<file path="src/logic/core_pkg.sv">
package core_pkg;

    // one source word, also the result width
    parameter int data_w = 32;

    // reduction opcodes
    typedef enum logic [1:0] {
        op_sum = 2'd0, // wraps modulo 2^32
        op_max = 2'd1, // unsigned
        op_min = 2'd2, // unsigned
        op_xor = 2'd3
    } op_e;

    // sequencer states
    typedef enum logic [1:0] {
        seq_idle  = 2'd0,
        seq_issue = 2'd1, // one read per cycle
        seq_drain = 2'd2  // last word still returning
    } seq_state_e;

endpackage

</file>
<file path="src/logic/reduce_alu.sv">
`timescale 1ns/1ps

module reduce_alu (
    input  logic                         clk,
    input  logic                         rst,
    input  logic                         op_v,
    input  core_pkg::op_e                op,
    input  logic                         word_v,
    input  logic                         word_last,
    input  logic [core_pkg::data_w-1:0]  word,
    output logic                         result_v,
    output logic [core_pkg::data_w-1:0]  result
);
    import core_pkg::*;

    op_e               op_q;
    logic              empty;    // no word taken yet in this job
    logic [data_w-1:0] acc;
    logic [data_w-1:0] combined;

    // next accumulator value
    always_comb begin
        if (empty) begin
            combined = word;
        end else begin
            case (op_q)
                op_sum:  combined = acc + word;
                op_max:  combined = (word > acc) ? word : acc;
                op_min:  combined = (word < acc) ? word : acc;
                default: combined = acc ^ word;
            endcase
        end
    end

    always_ff @(posedge clk) begin
        if (rst) begin
            op_q     <= op_sum;
            empty    <= 1'b1;
            result_v <= 1'b0;
        end else begin
            result_v <= word_v && word_last;
            if (op_v) begin
                op_q  <= op;
                empty <= 1'b1;
            end else if (word_v) begin
                empty <= 1'b0;
            end
        end
    end

    // payload path
    always_ff @(posedge clk) begin
        if (word_v) begin
            acc <= combined;
            if (word_last) begin
                result <= combined; // held until the next job ends
            end
        end
    end

endmodule

</file>
<file path="config.mk">
export PLATFORM = sky130hd
export DESIGN_NAME = reduce_alu
export DESIGN_NICKNAME = d
export VERILOG_FILES = /design/src/logic/core_pkg.sv /design/src/logic/reduce_alu.sv
export SDC_FILE = /design/constraint.sdc
export NUM_CORES = 1
export LEC_CHECK = 0
export CORE_AREA = 5 5 102 104
export CTS_CLUSTER_DIAMETER = 100
export DETAILED_ROUTE_END_ITERATION = 6
export DIE_AREA = 0 0 107 109
export DONT_BUFFER_PORTS = 1
export PLACE_DENSITY_LB_ADDON = 0.15
export SLEW_MARGIN = 15
export SYNTH_ARGS = -nofsm -noshare
export SYNTH_HDL_FRONTEND = slang
export SYNTH_SLANG_ARGS = --single-unit
</file>
<file path="constraint.sdc">
create_clock -name clk -period 9.7 [get_ports clk]
set_input_delay 0.485 -clock clk [delete_from_list [all_inputs] [get_ports clk]]
set_output_delay 0.485 -clock clk [all_outputs]
set_load 0.02 [all_outputs]
</file>
### Word-level counts from Yosys, hierarchy flattened

Index checks and enable logic that the tools add are counted.

* register bits after elaboration: 68
* bits in latches: 0
* memory bits (writable): 0
* memory bits (read-only): 0
* bits of input ports: 39
* logic and storage cells: 19
* memories: 0

* add/subtract/negate cells: 1
* multiply operators: 0
* divide/modulo/power cells: 0
* $lt $le $gt $ge: 2
* equality and inequality tests: 2
* shift-type cells: 0
* multiplexer cells: 4
* bitwise gates (word level): 1
* reductions and logical operators: 4

Operators by type and width (number)
* $mux W32: 3
* $pmux W32 S3: 1
* $add A32 B32 Y32: 1
* $gt A32 B32 Y1: 1
* $lt A32 B32 Y1: 1
* $xor A32 B32 Y32: 1
* $eq A2 B1 Y1 const B: 1
* $eq A2 B2 Y1 const B: 1
* $logic_not A2 Y1: 1
* $reduce_and A2 Y1: 1
* $reduce_or A2 Y1: 1
* $logic_and A1 B1 Y1: 1

### Depth between registers and ports, before layout

* word-level depth: 4
* depth in mapped cells: 15
* gate-level depth less buffers: 11

### Worst setup path after synthesis

No wires, ideal clock.

* path type: input to register
* start point: in word[28] (netlist name)
* end point: reg acc[30], data pin
* data arrival time: 3.199 ns
* data required time: 9.443 ns
* slack: 6.244 ns
* stages on the path: 13
* path through: ha_1 > buf_4 > nand4_2 > or4_4 > or3b_1 > o221ai_2 > or3_1 > buf_6 > buf_6 > mux2_2 > o211ai_1 > o21ai_0 > a21o_1

* cells in the longest elaborated chain, start to end: 4
* elaborated cells between the ends (all ways): 7
* classes of those cells: add/sub (1); order compare (2); mux (4)

Ends and longest elaborated chain
* from (decl): RTL line reduce_alu.sv:10 `input logic [core_pkg::data_w-1:0] word,`
* $lt A32 B32 Y1 or $gt A32 B32 Y1 (tied branches): RTL line reduce_alu.sv:29, reduce_alu.sv:28
* $mux W32 (on tied branches): RTL line reduce_alu.sv:29, reduce_alu.sv:28
* $pmux W32 S3 (*): RTL line reduce_alu.sv:26 `case (op_q)`
* $mux W32 (*): RTL line reduce_alu.sv:23 `if (empty) begin`
* via combined[30]: RTL line reduce_alu.sv:19 `logic [data_w-1:0] combined;`
* to (signal assigned): RTL line reduce_alu.sv:54 `acc <= combined;`
* to (decl): RTL line reduce_alu.sv:18 `logic [data_w-1:0] acc;`

Mark *: on every way through the listed nets, which the timed path passes. The rest lies on a longest branch.
A chain may end at the register's enable or synchronous reset.

### Worst setup path after layout

* start point: reg acc[12]
* end point: reg acc[19], data pin

* cells in the longest elaborated chain, start to end: 4
* elaborated cells between the ends (all ways): 7
* classes of those cells: add/sub (1); order compare (2); mux (4)

Ends and longest elaborated chain (RTL line)
* $lt A32 B32 Y1 or $gt A32 B32 Y1 (tied branches): reduce_alu.sv:29, reduce_alu.sv:28
* $mux W32 (on tied branches): reduce_alu.sv:29, reduce_alu.sv:28
* $pmux W32 S3 (*): reduce_alu.sv:26
* $mux W32 (*): reduce_alu.sv:23
* via combined[19]: reduce_alu.sv:19

Marked as above.

==> summary.md <==
| Metric | Value |
|---|---|
| Worst-path fanout max | 34 |
| Commonest non-fill, non-tap cells in the layout | a21oi_1 (74), edfxtp_1 (64), inv_1 (63), ha_1 (63), nand2_1 (53) |
| IO buf count | 0 |
| Cells resized by post-CTS repair | 0 |
| Comb power frac | 35.7% |
| # nets final | 790 |
| Vias in the first global route | about 5600 |
| Drt pass-1 iters | 7 |
| Fin. Hold Viols | 0 |
| Number of distinct library cells after synthesis | 86 |
| Clk_lat worst skew | 0.37 ns |
| Status | finished clean |
| GR Overflow Total | 0 |
| Worst slew pin tran | 0.961 ns |
| Worst-path clk slew | 0.08 ns |
| Total Routed Length | 18.2 mm |
| CTS Buffer Depth | 2 |
| Initial core utilization | 67.4% |
| Seq cells post-synth | 68 |
| Psw | 0.337 mW |
| Syn Inst Count | 708 |
| GRT Total Usage | between 30% and 40% |
| Layout fillers | 741 |
| Ys Warns | 0 |
| Crit path launch type | register |
| Initial antenna violation count | 0 |
| Commonest non-fill, non-tap cell in the layout | a21oi_1 |
| CTS tree | done |
| Critical path class | register to register |
| Antenna Cells | 0 |
| Max-cap violations | 0 |
| Final non-filler cell total | 806 |
| Post-synth design cell area | about 6400 sq um |
| # DRC | 0 |
| Gpl congestion | 0.935 |
| First-pass GRT wire length | 29.0 mm |
| Sequential power share | roughly two fifths |
| CTS Buf Count | 9 |
| Synth-to-Final Area Change | 2.78% |
| DIE WIDTH | about 110 um |
| Post-synthesis net count | 811 |
| Fin crit share | 45.2% |
| Wire length per cell | 22.6 um |
| Layout cells sized above 1 | 7.37% |
| Relative slew slack | between 30% and 40% |
| Top FF cell, synth | edfxtp_1 |
| CP Capture Type | register |
| Postcts setup bufs | 0 |
| Dpl cells | 790 |
| Synthesized area per cell | 9.01 sq um |
| Hold crit path type | input port to register |
| Fmax | between 200 and 250 MHz |
| Routed Antenna Nets | 0 |
| Row Count | 36 |
| Die Y | around 110 um |
| Critical path data arrival time | 4.62 ns |
| Clock skew | ~0.011 ns |
| Fin. max-slew vios | 0 |
| Int Power | 0.597 mW |
| Die area | 11700 sq um |
| DR vias/cell | between 6 and 7 |
| Clock root buffer | clkbuf_8 |
| Peak VDD IR | 0.0920 mV |
| DP HPWL | roughly 13 mm |
| TNS Setup | 0 ns |
| Clock power frac | 24.6% |
| PwrDens | 143 nW/um^2 |
| CTS Hold Bufs | 0 |
| EDFF count, synth | 64 |
| Total number of vias | 5605 |
| CORE AREA | 9460 sq um |
| Sw Share | 36.1% |
| RSZ-0062 raised after global routing | no |
| Seq/Total Area, Yosys | approximately a third |
| Largest net degree at the start of global routing | 52 |
| Initial DRC count | 429 |
| H-tree Lvls | 3 |
| Critical Path RT | 9.93 ns |
| Leakage power | 2.62 nW |
| CTS Sinks | 68 |
| Ys async rst share | 0% |
| Finish-stage setup viols | 0 |
| Final min period | 4.39 ns |
| Top Ports | 72 |
-- metal layers --
metal  GRT usage [%]  vias up  share of wire [%]
li1                -     2599                  -
met1            41.1     2650                 40
met2            53.0      306                 47
met3            6.93       50                 10
met4            16.8        0                3.3
met5               0        -                  0
-- power groups by stage --
stage	Clock (mW)	Combinational (mW)	Sequential [mW]
final	0.230	0.333	0.372
after global routing	0.248	0.364	0.374
after CTS	0.233	0.327	0.372
after detailed placement	0	0.325	0.378
after global placement	0	0.318	0.377
after floorplan	0	0.262	0.373
-- Yosys cell counts, types with 7 or more instances --
| master | count | area share (%) |
|---|---|---|
| xnor2_1 | 21 | 2.9 |
| inv_1 | 63 | 3.7 |
| nor3_1 | 16 | 1.3 |
| nand3_1 | 11 | 0.86 |
| o211ai_1 | 9 | 1.1 |
| a21oi_1 | 74 | 5.8 |
| a211oi_1 | 7 | 0.82 |
| clkbuf_1 | 20 | 1.2 |
| o21bai_1 | 8 | 0.94 |
| ha_1 | 63 | 12 |
| buf_2 | 10 | 0.78 |
| o31ai_1 | 11 | 1.3 |
| o21ai_0 | 25 | 2.0 |
| a31oi_1 | 7 | 0.69 |
| a21o_1 | 8 | 0.94 |
| mux4_2 | 7 | 2.5 |
| mux2i_1 | 18 | 2.8 |
| nor2_1 | 49 | 2.9 |
| edfxtp_1 | 64 | 30 |
| nor2b_1 | 8 | 0.78 |
| nand2_1 | 53 | 3.1 |
| o21ai_1 | 15 | 1.2 |
-- registers in the layout, summed over array words and instances, names as in the netlist --
| name | cells |
|---|---|
| empty | 1 |
| result_v | 1 |
| result | 32 |
| op_q | 2 |
| acc | 32 |
-- cell type report --
| type | instances | area (sq um) | share of cell area, % |
|---|---|---|---|
| Multi-Input combinational cell | 534 | 3920 | 59.7 |
| Sequential cell | 68 | 2000 | 30.5 |
| Inverter | 65 | 244 | 3.72 |
| Tap cell | 114 | 143 | 2.18 |
| Clock buffer | 10 | 128 | 1.95 |
| Timing Repair Buffer | 9 | 67.6 | 1.03 |
| Clock inverter | 6 | 56.3 | 0.859 |
-- path summary, 6_finish.rpt --
| check | depth (start not counted) | slack (ns) | endpoint | start |
|---|---|---|---|---|
| worst max-delay path | 12 | 5.31 | acc[19]$_DFFE_PP_ | acc[12]$_DFFE_PP_ |
| worst min-delay path | 1 | 0.17 | result_v$_SDFF_PP0_ | rst |
| worst max register to register | 12 | 5.31 | acc[19]$_DFFE_PP_ | acc[12]$_DFFE_PP_ |
| worst min register to register | 2 | 0.73 | acc[17]$_DFFE_PP_ | acc[17]$_DFFE_PP_ |
-- critical path, cell delays in order (launching register included) --
cell and delay [ns]:
edfxtp_1 0.42, inv_1 0.06, ha_1 0.44, nand4_1 0.21
nor4_1 0.49, or3b_1 0.40, o221ai_2 0.26, or3_1 0.17
buf_4 0.42, mux2i_1 0.71, a22oi_1 0.20, a221oi_1 0.31
a21o_1 0.13
-- kinds of logic after synthesis --
kind of cell / share of synthesized area, %
buffers and inverters: 7.32
muxes: 6.18
adders and majority gates: 12.7
AOI/OAI and AO/OA: 25.6
DFF: 31.4
xor gates and xnor gates: 3.43
and+or+nand+nor: 13.5
-- metrics by stage --
stage | util [%] | hold slack [ns] | area, sq um | power (mW) | worst slack [ns]
global route | 69.3 | 0.162 | 6560 | 0.986 | 4.94
global placement | 67.4 | 0.559 | 6370 | 0.695 | 5.46
CTS | 69.3 | 0.167 | 6560 | 0.931 | 5.33
floorplan | - | 0.557 | 6380 | 0.636 | 6.24
finish | 69.3 | 0.173 | 6560 | 0.935 | 5.31
detailed placement | 67.4 | 0.559 | 6370 | 0.703 | 5.34
(Power assumes the default switching activity.)
