`src/logic/core_pkg.sv`:
```
package core_pkg;

    // one source word, also the result width
    parameter int data_w = 32;

    // reduction opcodes
    typedef enum logic [1:0] {
        op_sum = 2'd0, // wraps modulo 2^32
        op_max = 2'd1, // unsigned
        op_min = 2'd2, // unsigned
        op_xor = 2'd3
    } op_e;

    // sequencer states
    typedef enum logic [1:0] {
        seq_idle  = 2'd0,
        seq_issue = 2'd1, // one read per cycle
        seq_drain = 2'd2  // last word still returning
    } seq_state_e;

endpackage

```
`src/logic/exec_seq.sv`:
```
`timescale 1ns/1ps

module exec_seq #(
    parameter int row_w = 9
) (
    input  logic             clk,
    input  logic             rst,
    input  logic             start,
    input  core_pkg::op_e    start_op,
    input  logic [row_w:0]   start_len_m1,
    output logic             wr_bank,
    output logic             rd_v,
    output logic [row_w+1:0] rd_addr,
    output logic             op_v,
    output core_pkg::op_e    op,
    output logic             word_v,
    output logic             word_last,
    output logic             busy
);
    import core_pkg::*;

    seq_state_e state;
    seq_state_e state_nxt;

    logic           fill_bank; // host side bank, exec uses the other one
    logic [row_w:0] word_idx;
    logic [row_w:0] len_m1;
    logic           accept;
    logic           issue_last;

    // starts while busy are dropped
    assign accept     = start && (state == seq_idle);
    assign issue_last = (state == seq_issue) && (word_idx == len_m1);

    always_comb begin
        state_nxt = state;
        case (state)
            seq_idle: begin
                if (accept) begin
                    state_nxt = seq_issue;
                end
            end
            seq_issue: begin
                if (word_idx == len_m1) begin
                    state_nxt = seq_drain;
                end
            end
            seq_drain: state_nxt = seq_idle; // final word returns here
            default:   state_nxt = seq_idle;
        endcase
    end

    always_ff @(posedge clk) begin
        if (rst) begin
            state     <= seq_idle;
            fill_bank <= 1'b0;
            word_idx  <= '0;
            op_v      <= 1'b0;
            word_v    <= 1'b0;
            word_last <= 1'b0;
        end else begin
            state  <= state_nxt;
            op_v   <= accept;
            word_v <= rd_v;               // matches read latency
            word_last <= issue_last;
            if (accept) begin
                fill_bank <= ~fill_bank;  // swap banks, visible from T+1
                word_idx  <= '0;
            end else if (state == seq_issue) begin
                word_idx <= word_idx + 1'b1;
            end
        end
    end

    // job parameters held for the whole job
    always_ff @(posedge clk) begin
        if (accept) begin
            op     <= start_op;
            len_m1 <= start_len_m1;
        end
    end

    assign wr_bank = fill_bank;
    assign rd_v    = (state == seq_issue);
    assign rd_addr = {~fill_bank, word_idx};
    assign busy    = (state != seq_idle);

endmodule

```
`config.mk`:
```
export PLATFORM = sky130hd
export DESIGN_NAME = exec_seq
export DESIGN_NICKNAME = d
export VERILOG_FILES = /design/src/logic/core_pkg.sv /design/src/logic/exec_seq.sv
export SDC_FILE = /design/constraint.sdc
export NUM_CORES = 1
export LEC_CHECK = 0
export ABC_CLOCK_PERIOD_IN_PS = 2200
export BUFFER_PORTS_ARGS = -buffer_cell sky130_fd_sc_hd__buf_2
export CAP_MARGIN = 10
export CORE_UTILIZATION = 49
export CTS_CLUSTER_DIAMETER = 120
export DETAILED_ROUTE_END_ITERATION = 8
export GPL_ROUTABILITY_DRIVEN = 1
export PLACE_DENSITY = 0.85
export SLEW_MARGIN = 20
export SYNTH_ARGS = -nofsm -noshare
export SYNTH_HDL_FRONTEND = slang
export SYNTH_SLANG_ARGS = --single-unit
```
`constraint.sdc`:
```
create_clock -name clk -period 2.2 [get_ports clk]
set_clock_uncertainty 0.15 [all_clocks]
set_input_delay 0.11 -clock clk [delete_from_list [all_inputs] [get_ports clk]]
set_output_delay 0.11 -clock clk [all_outputs]
set_load 0.02 [all_outputs]
```
---- Yosys cells after proc, flatten, opt, wreduce, memory -nomap -nowiden ----
Cells that the tools add are included.
storage, ports and cells
  flip-flop bits (word level) ............. 28
  bits in latches ......................... 0
  ROM bits ................................ 0
  input bits .............................. 15
  output and inout bits ................... 19
  RAM bits ................................ 0
  memories kept ........................... 0
operators by class
  equality and inequality tests ........... 4
  magnitude comparators ................... 0
  shift operators ......................... 0
  add/sub/neg operators ................... 1
  reduce and logical (&&, ||, !) cells .... 6
  bitwise operators ....................... 1
  div/mod/pow operators ................... 0
  multipliers ............................. 0
  mux-type cells .......................... 3
operator list
  operator                                                                number
  10-bit by 1-bit adder with 10-bit output (second input constant)        1
  10-bit equality test                                                    1
  2-bit two-way mux                                                       2
  2-bit one-hot mux with 2 select lines                                   1
  2-bit by 1-bit equality test with 1-bit output (second input constant)  1
  1-bit logical AND                                                       2
  2-bit zero test                                                         1
  2-bit by 1-bit != test with 1-bit output (second input constant)        1
  2-bit != test (second input constant)                                   1
  2-bit AND reduction                                                     1
  2-bit nonzero test                                                      1
  2-bit OR reduction                                                      1
  1-bit NOT                                                               1

---- Longest topological paths before layout ----
Gate-level depths: netlist of the first run.
  word-level depth ........................ 4
  mapped depth ............................ 5
  gate-level depth less buffers ........... 5

---- Worst setup path after synthesis of the first run ----
Ideal clock, no wire load.
  kind .................................... reg2reg
  start ................................... register state[1]
  end ..................................... register word_idx[0]
  stages on the path, launching flop included .. 6
  arrival time ............................ 1,764 ps
  path buffers ............................ 1
  path slack .............................. 169 ps
  period minus slack after synthesis ...... 2,031 ps
  library setup time ...................... 118 ps
  required time ........................... 1,932 ps
  path through ............................ dfxtp_1 > or2_2 > nor2_1 > or2_2 > buf_2 > nor2_1
on the way
  cells in the longest elaborated chain, start to end .. 3
ends and longest elaborated chain
  element                       line            text
  start: declaration            exec_seq.sv:22  seq_state_e state;
  start signal: assignment      exec_seq.sv:55  state <= seq_idle;
  start signal: assignment      exec_seq.sv:62  state <= state_nxt;
  2-bit zero test               exec_seq.sv:32  assign accept = start && (state == seq_idle);
  1-bit logical AND             exec_seq.sv:32
  net accept                    exec_seq.sv:28  logic accept;
  2-bit OR reduction (no line)  --
  end signal: assignment        exec_seq.sv:70  word_idx <= word_idx + 1'b1;
  end: declaration              exec_seq.sv:26  logic [row_w:0] word_idx;
The timed path passes the listed nets, and every way through them passes these cells.
A chain may end at the register's enable or synchronous reset.

---- Final worst setup path of the first run ----
  start ................................... register state[1]
  end ..................................... register state[0]
on the way
  cells in the longest elaborated chain, start to end .. 4
ends and longest elaborated chain
  element                        line
  2-bit zero test                exec_seq.sv:32
  1-bit logical AND              exec_seq.sv:32
  net accept                     exec_seq.sv:28
  2-bit != test (no line)        --
  2-bit AND reduction (no line)  --
The timed path passes the listed nets, and every way through them passes these cells.

==> results of run 1 <==
[cell usage after synthesis]
cell type	count
clkbuf_1	1
and4b_1	1
nand3_1	1
or4_4	1
nor3_1	2
nand2b_1	1
nor2_1	11
mux2i_1	1
nand3b_1	1
o31ai_1	1
buf_6	1
and4_1	1
a21oi_2	1
or2_1	1
xor2_1	6
dfxtp_1	16
or2_2	2
edfxtp_1	12
buf_2	1
o21bai_1	1
nor2b_1	2
nor4_1	1
nand2_1	5
and2_1	2
xnor2_1	13
ha_1	1
nand4_1	4
inv_1	4
[stage by stage]
step / setup WS (ps) / util / std cells / total power (W) / instance area [um2]
final: 416.3 / 0.7106 / 170 / 0.0009162 / 1465
after global routing: 311.8 / 0.7106 / 170 / 0.0009571 / 1465
after CTS: 451.8 / 0.7106 / 170 / 0.0009227 / 1465
after detailed placement: 494.6 / 0.6347 / 153 / 0.0007006 / 1309
after global placement: 552.6 / 0.6347 / 153 / 0.0006961 / 1309
after floorplan: 168.5 / - / 95 / 0.0006615 / 1122
[metal layers]
layer | vias to the layer above | wire length [um] | GRT usage
li1 | 415 | - | -
met1 | 381 | 916 | 0.2297
met2 | 32 | 1068 | 0.3356
met3 | 2 | 155 | 0.04938
met4 | 0 | 17 | 0.09048
met5 | - | 0 | 0
[final cells by class]
class                           instances  area [um2]  share of cell area
Sequential cell                        28       680.7              0.4646
Tap cell                               27       33.78             0.02306
Timing Repair Buffer                   47       302.8              0.2067
Clock buffer                            4       26.28             0.01793
Inverter                                4       15.01             0.01025
Multi-Input combinational cell         60       406.6              0.2775
[sequential cells by signal (all words and copies together) (netlist names)]
| name | cells |
|---|---|
| word_idx | 10 |
| state | 2 |
| word_v | 1 |
| word_last | 1 |
| op_v | 1 |
| len_m1 | 10 |
| wr_bank | 1 |
| op | 2 |
[cell families (layout without fill, tap and decap cells)]
group	after synthesis	after routing	share of synthesized area
simple gates	36	36	0.1728
flops	28	28	0.6065
xor+xnor	19	19	0.1483
compound gates	3	3	0.02119
mux	1	1	0.008919
fa+ha+maj	1	1	0.01115
buf+inv	7	55	0.03120
[placed cells by master (no fill, tap or decap), drive strengths merged, types with 4 or more instances in the layout]
cell type and instances:
nand4 4, dlygate4sd3 13, buf 34, clkbuf 4, nand2 5, dfxtp 16, inv 4, xnor2 13
edfxtp 12, nor2 11, xor2 6
[power by group through the flow]
stage	combinational (W)	sequential (W)	clock (W)
6_report	0.000123	0.000585	0.000208
5_1_grt	0.000132	0.000589	0.000236
4_1_cts	0.000122	0.000585	0.000215
3_5_place_dp	0.000104	0.000597	0
3_3_place_gp	0.000101	0.000595	0
2_1_floorplan	0.0000548	0.000607	0
[worst max-delay path, cell delays in order (launching register included)]
cell and delay (ps):
dfxtp_1 350, or2_2 300, nor2_1 360, buf_4 270, nor2b_1 180, o21bai_1 120
[what timing repair did]
item | CTS | global route
endpoints found under the setup margin | 0 | 0
buffers inserted | 0 | 0
hold buffers | 13 | 0
gates resized for setup | 0 | 0
hold endpoints to repair | 16 | 0
[final timing paths]
path,end,start,cells past startpoint,slack (ps)
max reg2reg,state[0]$_SDFFE_PP0P_,state[1]$_SDFFE_PP0P_,5,420
max,state[0]$_SDFFE_PP0P_,state[1]$_SDFFE_PP0P_,5,420
min,len_m1[7]$_DFFE_PP_,start,3,70
min reg2reg,word_idx[9]$_SDFFE_PP0P_,word_idx[9]$_SDFFE_PP0P_,2,420
==> out/results.ini, run 1 <==
[die]
start_util = 0.5443
die_h_um = 49.86
dieArea_mm2 = 0.002486
io_pins = 34
die_width_um = 49.86
coreArea_mm2 = 0.002062
fp-row-count = 16

[cts]
clk_latency_ps = 320
path_clk_slew_ps = 130
cts_made_buffers = 3
clock_path_buffers = 2
cts_sinks = 28
root_buffer = clkbuf_4
cts_tree = built
htreeDepth = 1

[routing]
via_per_inst = 4.882
postRouteAntennaNets = 0
routedWlPerCell_um = 12.69
drc = 0
drt_first_iter_violations = 7
num_vias = 830
first_pass_iters = 4
finalWirelength_mm = 2.158

[critical_path]
end_kind = register
worst-setup-path-type = reg -> reg
start_kind = register
crit_arrival_ps = 1900
critPathMaxFanout = 10
cp_data_required_time_ps = 2310

[layout]
syn_to_final_growth_pct = 30.55
final_nets = 160
fill_cells = 144
drive_gt1_frac = 0.2867
diodes = 0

[sta]
fin_hold_ws_ps = 69.44
maxSlewViolCount = 0
rsz0062_at_grt = no
setup_tns_ps = 0
worstMarginPinSlew_ps = 518.2
slew_headroom = 0.6514
finalHoldViolCount = 0
fin_crit_ps = 1784
setup_viol = 0
finalCritPeriodShare = 0.8108
fmax_ghz = 0.5606

[placement]
hpwl_mm = 1.550
finalWeightedCongestion = 0.7156
portBuffers = 33

[pwr]
pwr-share-seq = 0.639
leakage_nw = 0.6035
internal_power_w = 0.0007004
p_clk_frac = 0.227
pwr-share-comb = 0.134
switching_share = 0.2355
p_switching_w = 0.0002158
power_density_mw_per_mm2 = 625.3
vdd_drop_max_uv = 583.3

[synthesis]
seq_area_frac_synth = 0.6065
yosys-top-cells-area = edfxtp_1 (32%), dfxtp_1 (29%), xnor2_1 (10%)
syn_area_mm2 = 0.001122
synth-seq-cells = 28
synth_top_area_share = 0.3211
yosysUniqueCellTypes = 28
synth.avg_cell_area_um2 = 11.81
syn_inst = 95
syn_nets = 111
synth_top_area_cell = edfxtp_1
ys_warn_count = 0

[global_routing]
grt_pass1_wl_mm = 3.657
grtUsageTotal = 0.1967
grt_pass1_vias = 864
grt_max_degree = 16
grt-ovfl-total = 0
antenna_found_initial = 0

[hold_path]
hp-class = in -> reg

[run_status]
status = finished clean

[run]
max_cap_violations = 0

(Power assumes the default switching activity.)
==> inputs of run 2 (changes only) <==
- ABC_AREA: not set -> 1
- ABC_CLOCK_PERIOD_IN_PS: 2200 -> 1600
- CORE_UTILIZATION: 49 -> 46
- PLACE_DENSITY: 0.85 -> 0.82
- clock period: 2.2 -> 1.6 ns (I/O delays scaled with it)
==> out/results.ini, run 2 <==
[sta]
rsz0062_at_grt = no
worstMarginPinSlew_ps = 356.2  ; -162.0 ps
setup_viol = 0  ; unchanged
finalHoldViolCount = 0  ; unchanged
setup_tns_ps = 0  ; unchanged
maxSlewViolCount = 0  ; unchanged
fmax_ghz = 0.7090  ; +26%
fin_crit_ps = 1410  ; -373.3 ps
fin_ws_ps = 189.6  ; -226.7 ps
finalCritPeriodShare = 0.8815  ; +0.07073
slew_headroom = 0.7622  ; +0.1108

[synthesis]
syn_area_mm2 = 0.001244  ; +11%
ys_top_cells_by_count = nand2_1 (39), inv_1 (20), nor2_1 (17)
synth-edff-count = 12  ; unchanged
syn_nets = 155  ; +40%
yosysUniqueCellTypes = 23  ; -18%
synthFlopType = dfxtp_1
ys_warn_count = 0  ; unchanged
syn_inst = 139  ; +46%
synth.most_common_cell = nand2_1
seq_area_frac_synth = 0.5473  ; -0.05918
yosys-top-cells-area = edfxtp_1 (29%), dfxtp_1 (26%), nand2_1 (12%)
synth-seq-cells = 28  ; unchanged
synth_top_area_share = 0.2897  ; -0.03133
synth_top_area_cell = edfxtp_1
synth.avg_cell_area_um2 = 8.947  ; -24%
async_flop_share = 0  ; unchanged

[die]
dieArea_mm2 = 0.002915  ; +17%
fp-row-count = 18  ; +2
die_width_um = 54.00  ; +8.3%
die_h_um = 54.00  ; +8.3%
start_util = 0.4931  ; -0.05124
io_pins = 34  ; unchanged
coreArea_mm2 = 0.002522  ; +22%

[critical_path]
critPathMaxFanout = 13  ; +3
ff2ff_path_depth = 6  ; +1
crit_arrival_ps = 1530  ; -370 ps
r2r_slack_ps = 190  ; -230 ps
start_kind = register
end_kind = register
cp_data_required_time_ps = 1720  ; -590 ps
worst-setup-path-type = reg -> reg

[layout]
multi_input_area_um2 = 469.2  ; +15%
diodes = 0  ; unchanged
seq_area_um2 = 680.7  ; unchanged
final_cells = 220  ; +29%
layout_common_cells = nand2_1 (39), buf_2 (33), inv_1 (20)
fill_cells = 212  ; +47%
syn_to_final_growth_pct = 29.68
reg_top3 = len_m1 (10), word_idx (10)
final_common_cell = nand2_1
drive_gt1_frac = 0.2632  ; -0.02356
final_nets = 207  ; +29%
final_cell_area_mm2 = 0.001613  ; +10%

[global_routing]
grt_pass1_vias = 956  ; +11%
grt_util_met2 = 0.3272  ; -0.008425
busiest_layer = met2
use_met1 = 0.2289  ; -0.0008297
global_route.usage.met3 = 0.03672  ; -0.01266
grt_max_degree = 16  ; unchanged
grt-ovfl-total = 0  ; unchanged
antenna_found_initial = 0  ; unchanged
grt_pass1_wl_mm = 3.905  ; +6.8%
grtUsageTotal = 0.1893  ; -0.007372

[cts]
cts_made_buffers = 3  ; unchanged
cts_sinks = 28  ; unchanged
cts_resized = 0  ; unchanged
root_buffer = clkbuf_4
clock_path_buffers = 2  ; unchanged
htreeDepth = 1  ; unchanged
clk_latency_ps = 330  ; about the same
path_clk_slew_ps = 140  ; about the same
cts_tree = built

[routing]
routedWlPerCell_um = 10.99  ; -13%
finalWirelength_mm = 2.417  ; +12%
via_per_inst = 4.755  ; -2.6%
postRouteAntennaNets = 0  ; unchanged
drt_first_iter_violations = 12  ; +5
num_vias = 1046  ; +26%
drc = 0  ; unchanged
first_pass_iters = 4  ; unchanged

[placement]
dp_cells = 202  ; +32%
portBuffers = 33  ; unchanged
hpwl_mm = 1.799  ; +16%
preCtsSetupSlack_ps = 216.1  ; -278.6 ps
finalWeightedCongestion = 0.8167  ; +14%
placed_cell_area_mm2 = 0.001446  ; +11%

[hold_path]
hold_depth = 2  ; -1
hp-class = in -> reg

[pwr]
leakage_nw = 0.7560  ; +25%
vdd_drop_max_uv = 813.7  ; +40%
power.total_w = 0.001293  ; +41%
power_density_mw_per_mm2 = 801.6  ; +28%

[run]
max_cap_violations = 0  ; unchanged

[run_status]
status = finished clean

## run 2: cell count changes after synthesis, sizes merged, moves of 4 or more
cell	previous run	this run
nor2	11	22
inv	4	25
xor2	6	2
o21ai	0	4
a21oi	1	5
xnor2	13	1
nand3	1	5
nand2	5	39
## run 2: area by class of cell
class	count	area share
Multi-Input combinational cell	86	0.2909
Clock buffer	4	0.01629
Sequential cell	28	0.4220
Tap cell	30	0.02327
Timing Repair Buffer	47	0.1893
Inverter	25	0.05818
## run 2: cells by family (layout without fill, tap and decap cells)
group                      after synthesis  in the layout  synth area share
buffers and inverters                   25             76           0.07545
DFF                                     28             28            0.5473
AOI/OAI and AO/OA                       12             12           0.05634
and+or+nand+nor                         70             70            0.2897
adders and majority gates                1              1           0.01006
xor gates and xnor gates                 3              3           0.02113
## run 2: worst paths after layout
kind	to	startpoint
worst min-delay path	len_m1[9]$_DFFE_PP_	start_len_m1[9]
worst min register to register	wr_bank$_SDFFE_PP0P_	wr_bank$_SDFFE_PP0P_
worst max-delay path	word_idx[0]$_SDFFE_PP0P_	state[1]$_SDFFE_PP0P_
worst max register to register	word_idx[0]$_SDFFE_PP0P_	state[1]$_SDFFE_PP0P_
## run 2: per-stage QoR
step           utilization  hold slack [ps]
2_1_floorplan            -          -0.9631
3_3_place_gp        0.5734            107.8
3_5_place_dp        0.5734            108.9
4_1_cts             0.6394            300.0
5_1_grt             0.6394            280.3
6_report            0.6394            294.4
## run 2: where the power goes
part           total [W]  switching [W]  internal [W]
sequential      0.000803      0.0000194      0.000783
clock           0.000298       0.000200     0.0000980
combinational   0.000192       0.000112     0.0000803
## run 2: timing repair
| item | in CTS | in global routing |
|---|---|---|
| endpoints found under the hold margin | 19 | 0 |
| setup buffers | 0 | 0 |
| hold buffers | 14 | 0 |
## run 2: critical path, stage by stage (launching register included)
cell	delay, ps
dfxtp_1	470
inv_2	90
nand3_2	80
inv_2	150
nor2_8	180
inv_2	80
nor3b_2	150
## run 2: per-layer routing
layer	share of wire	up-vias
met5	0	-
met4	0.018	0
met3	0.039	5
met2	0.49	32
met1	0.45	470
li1	-	539
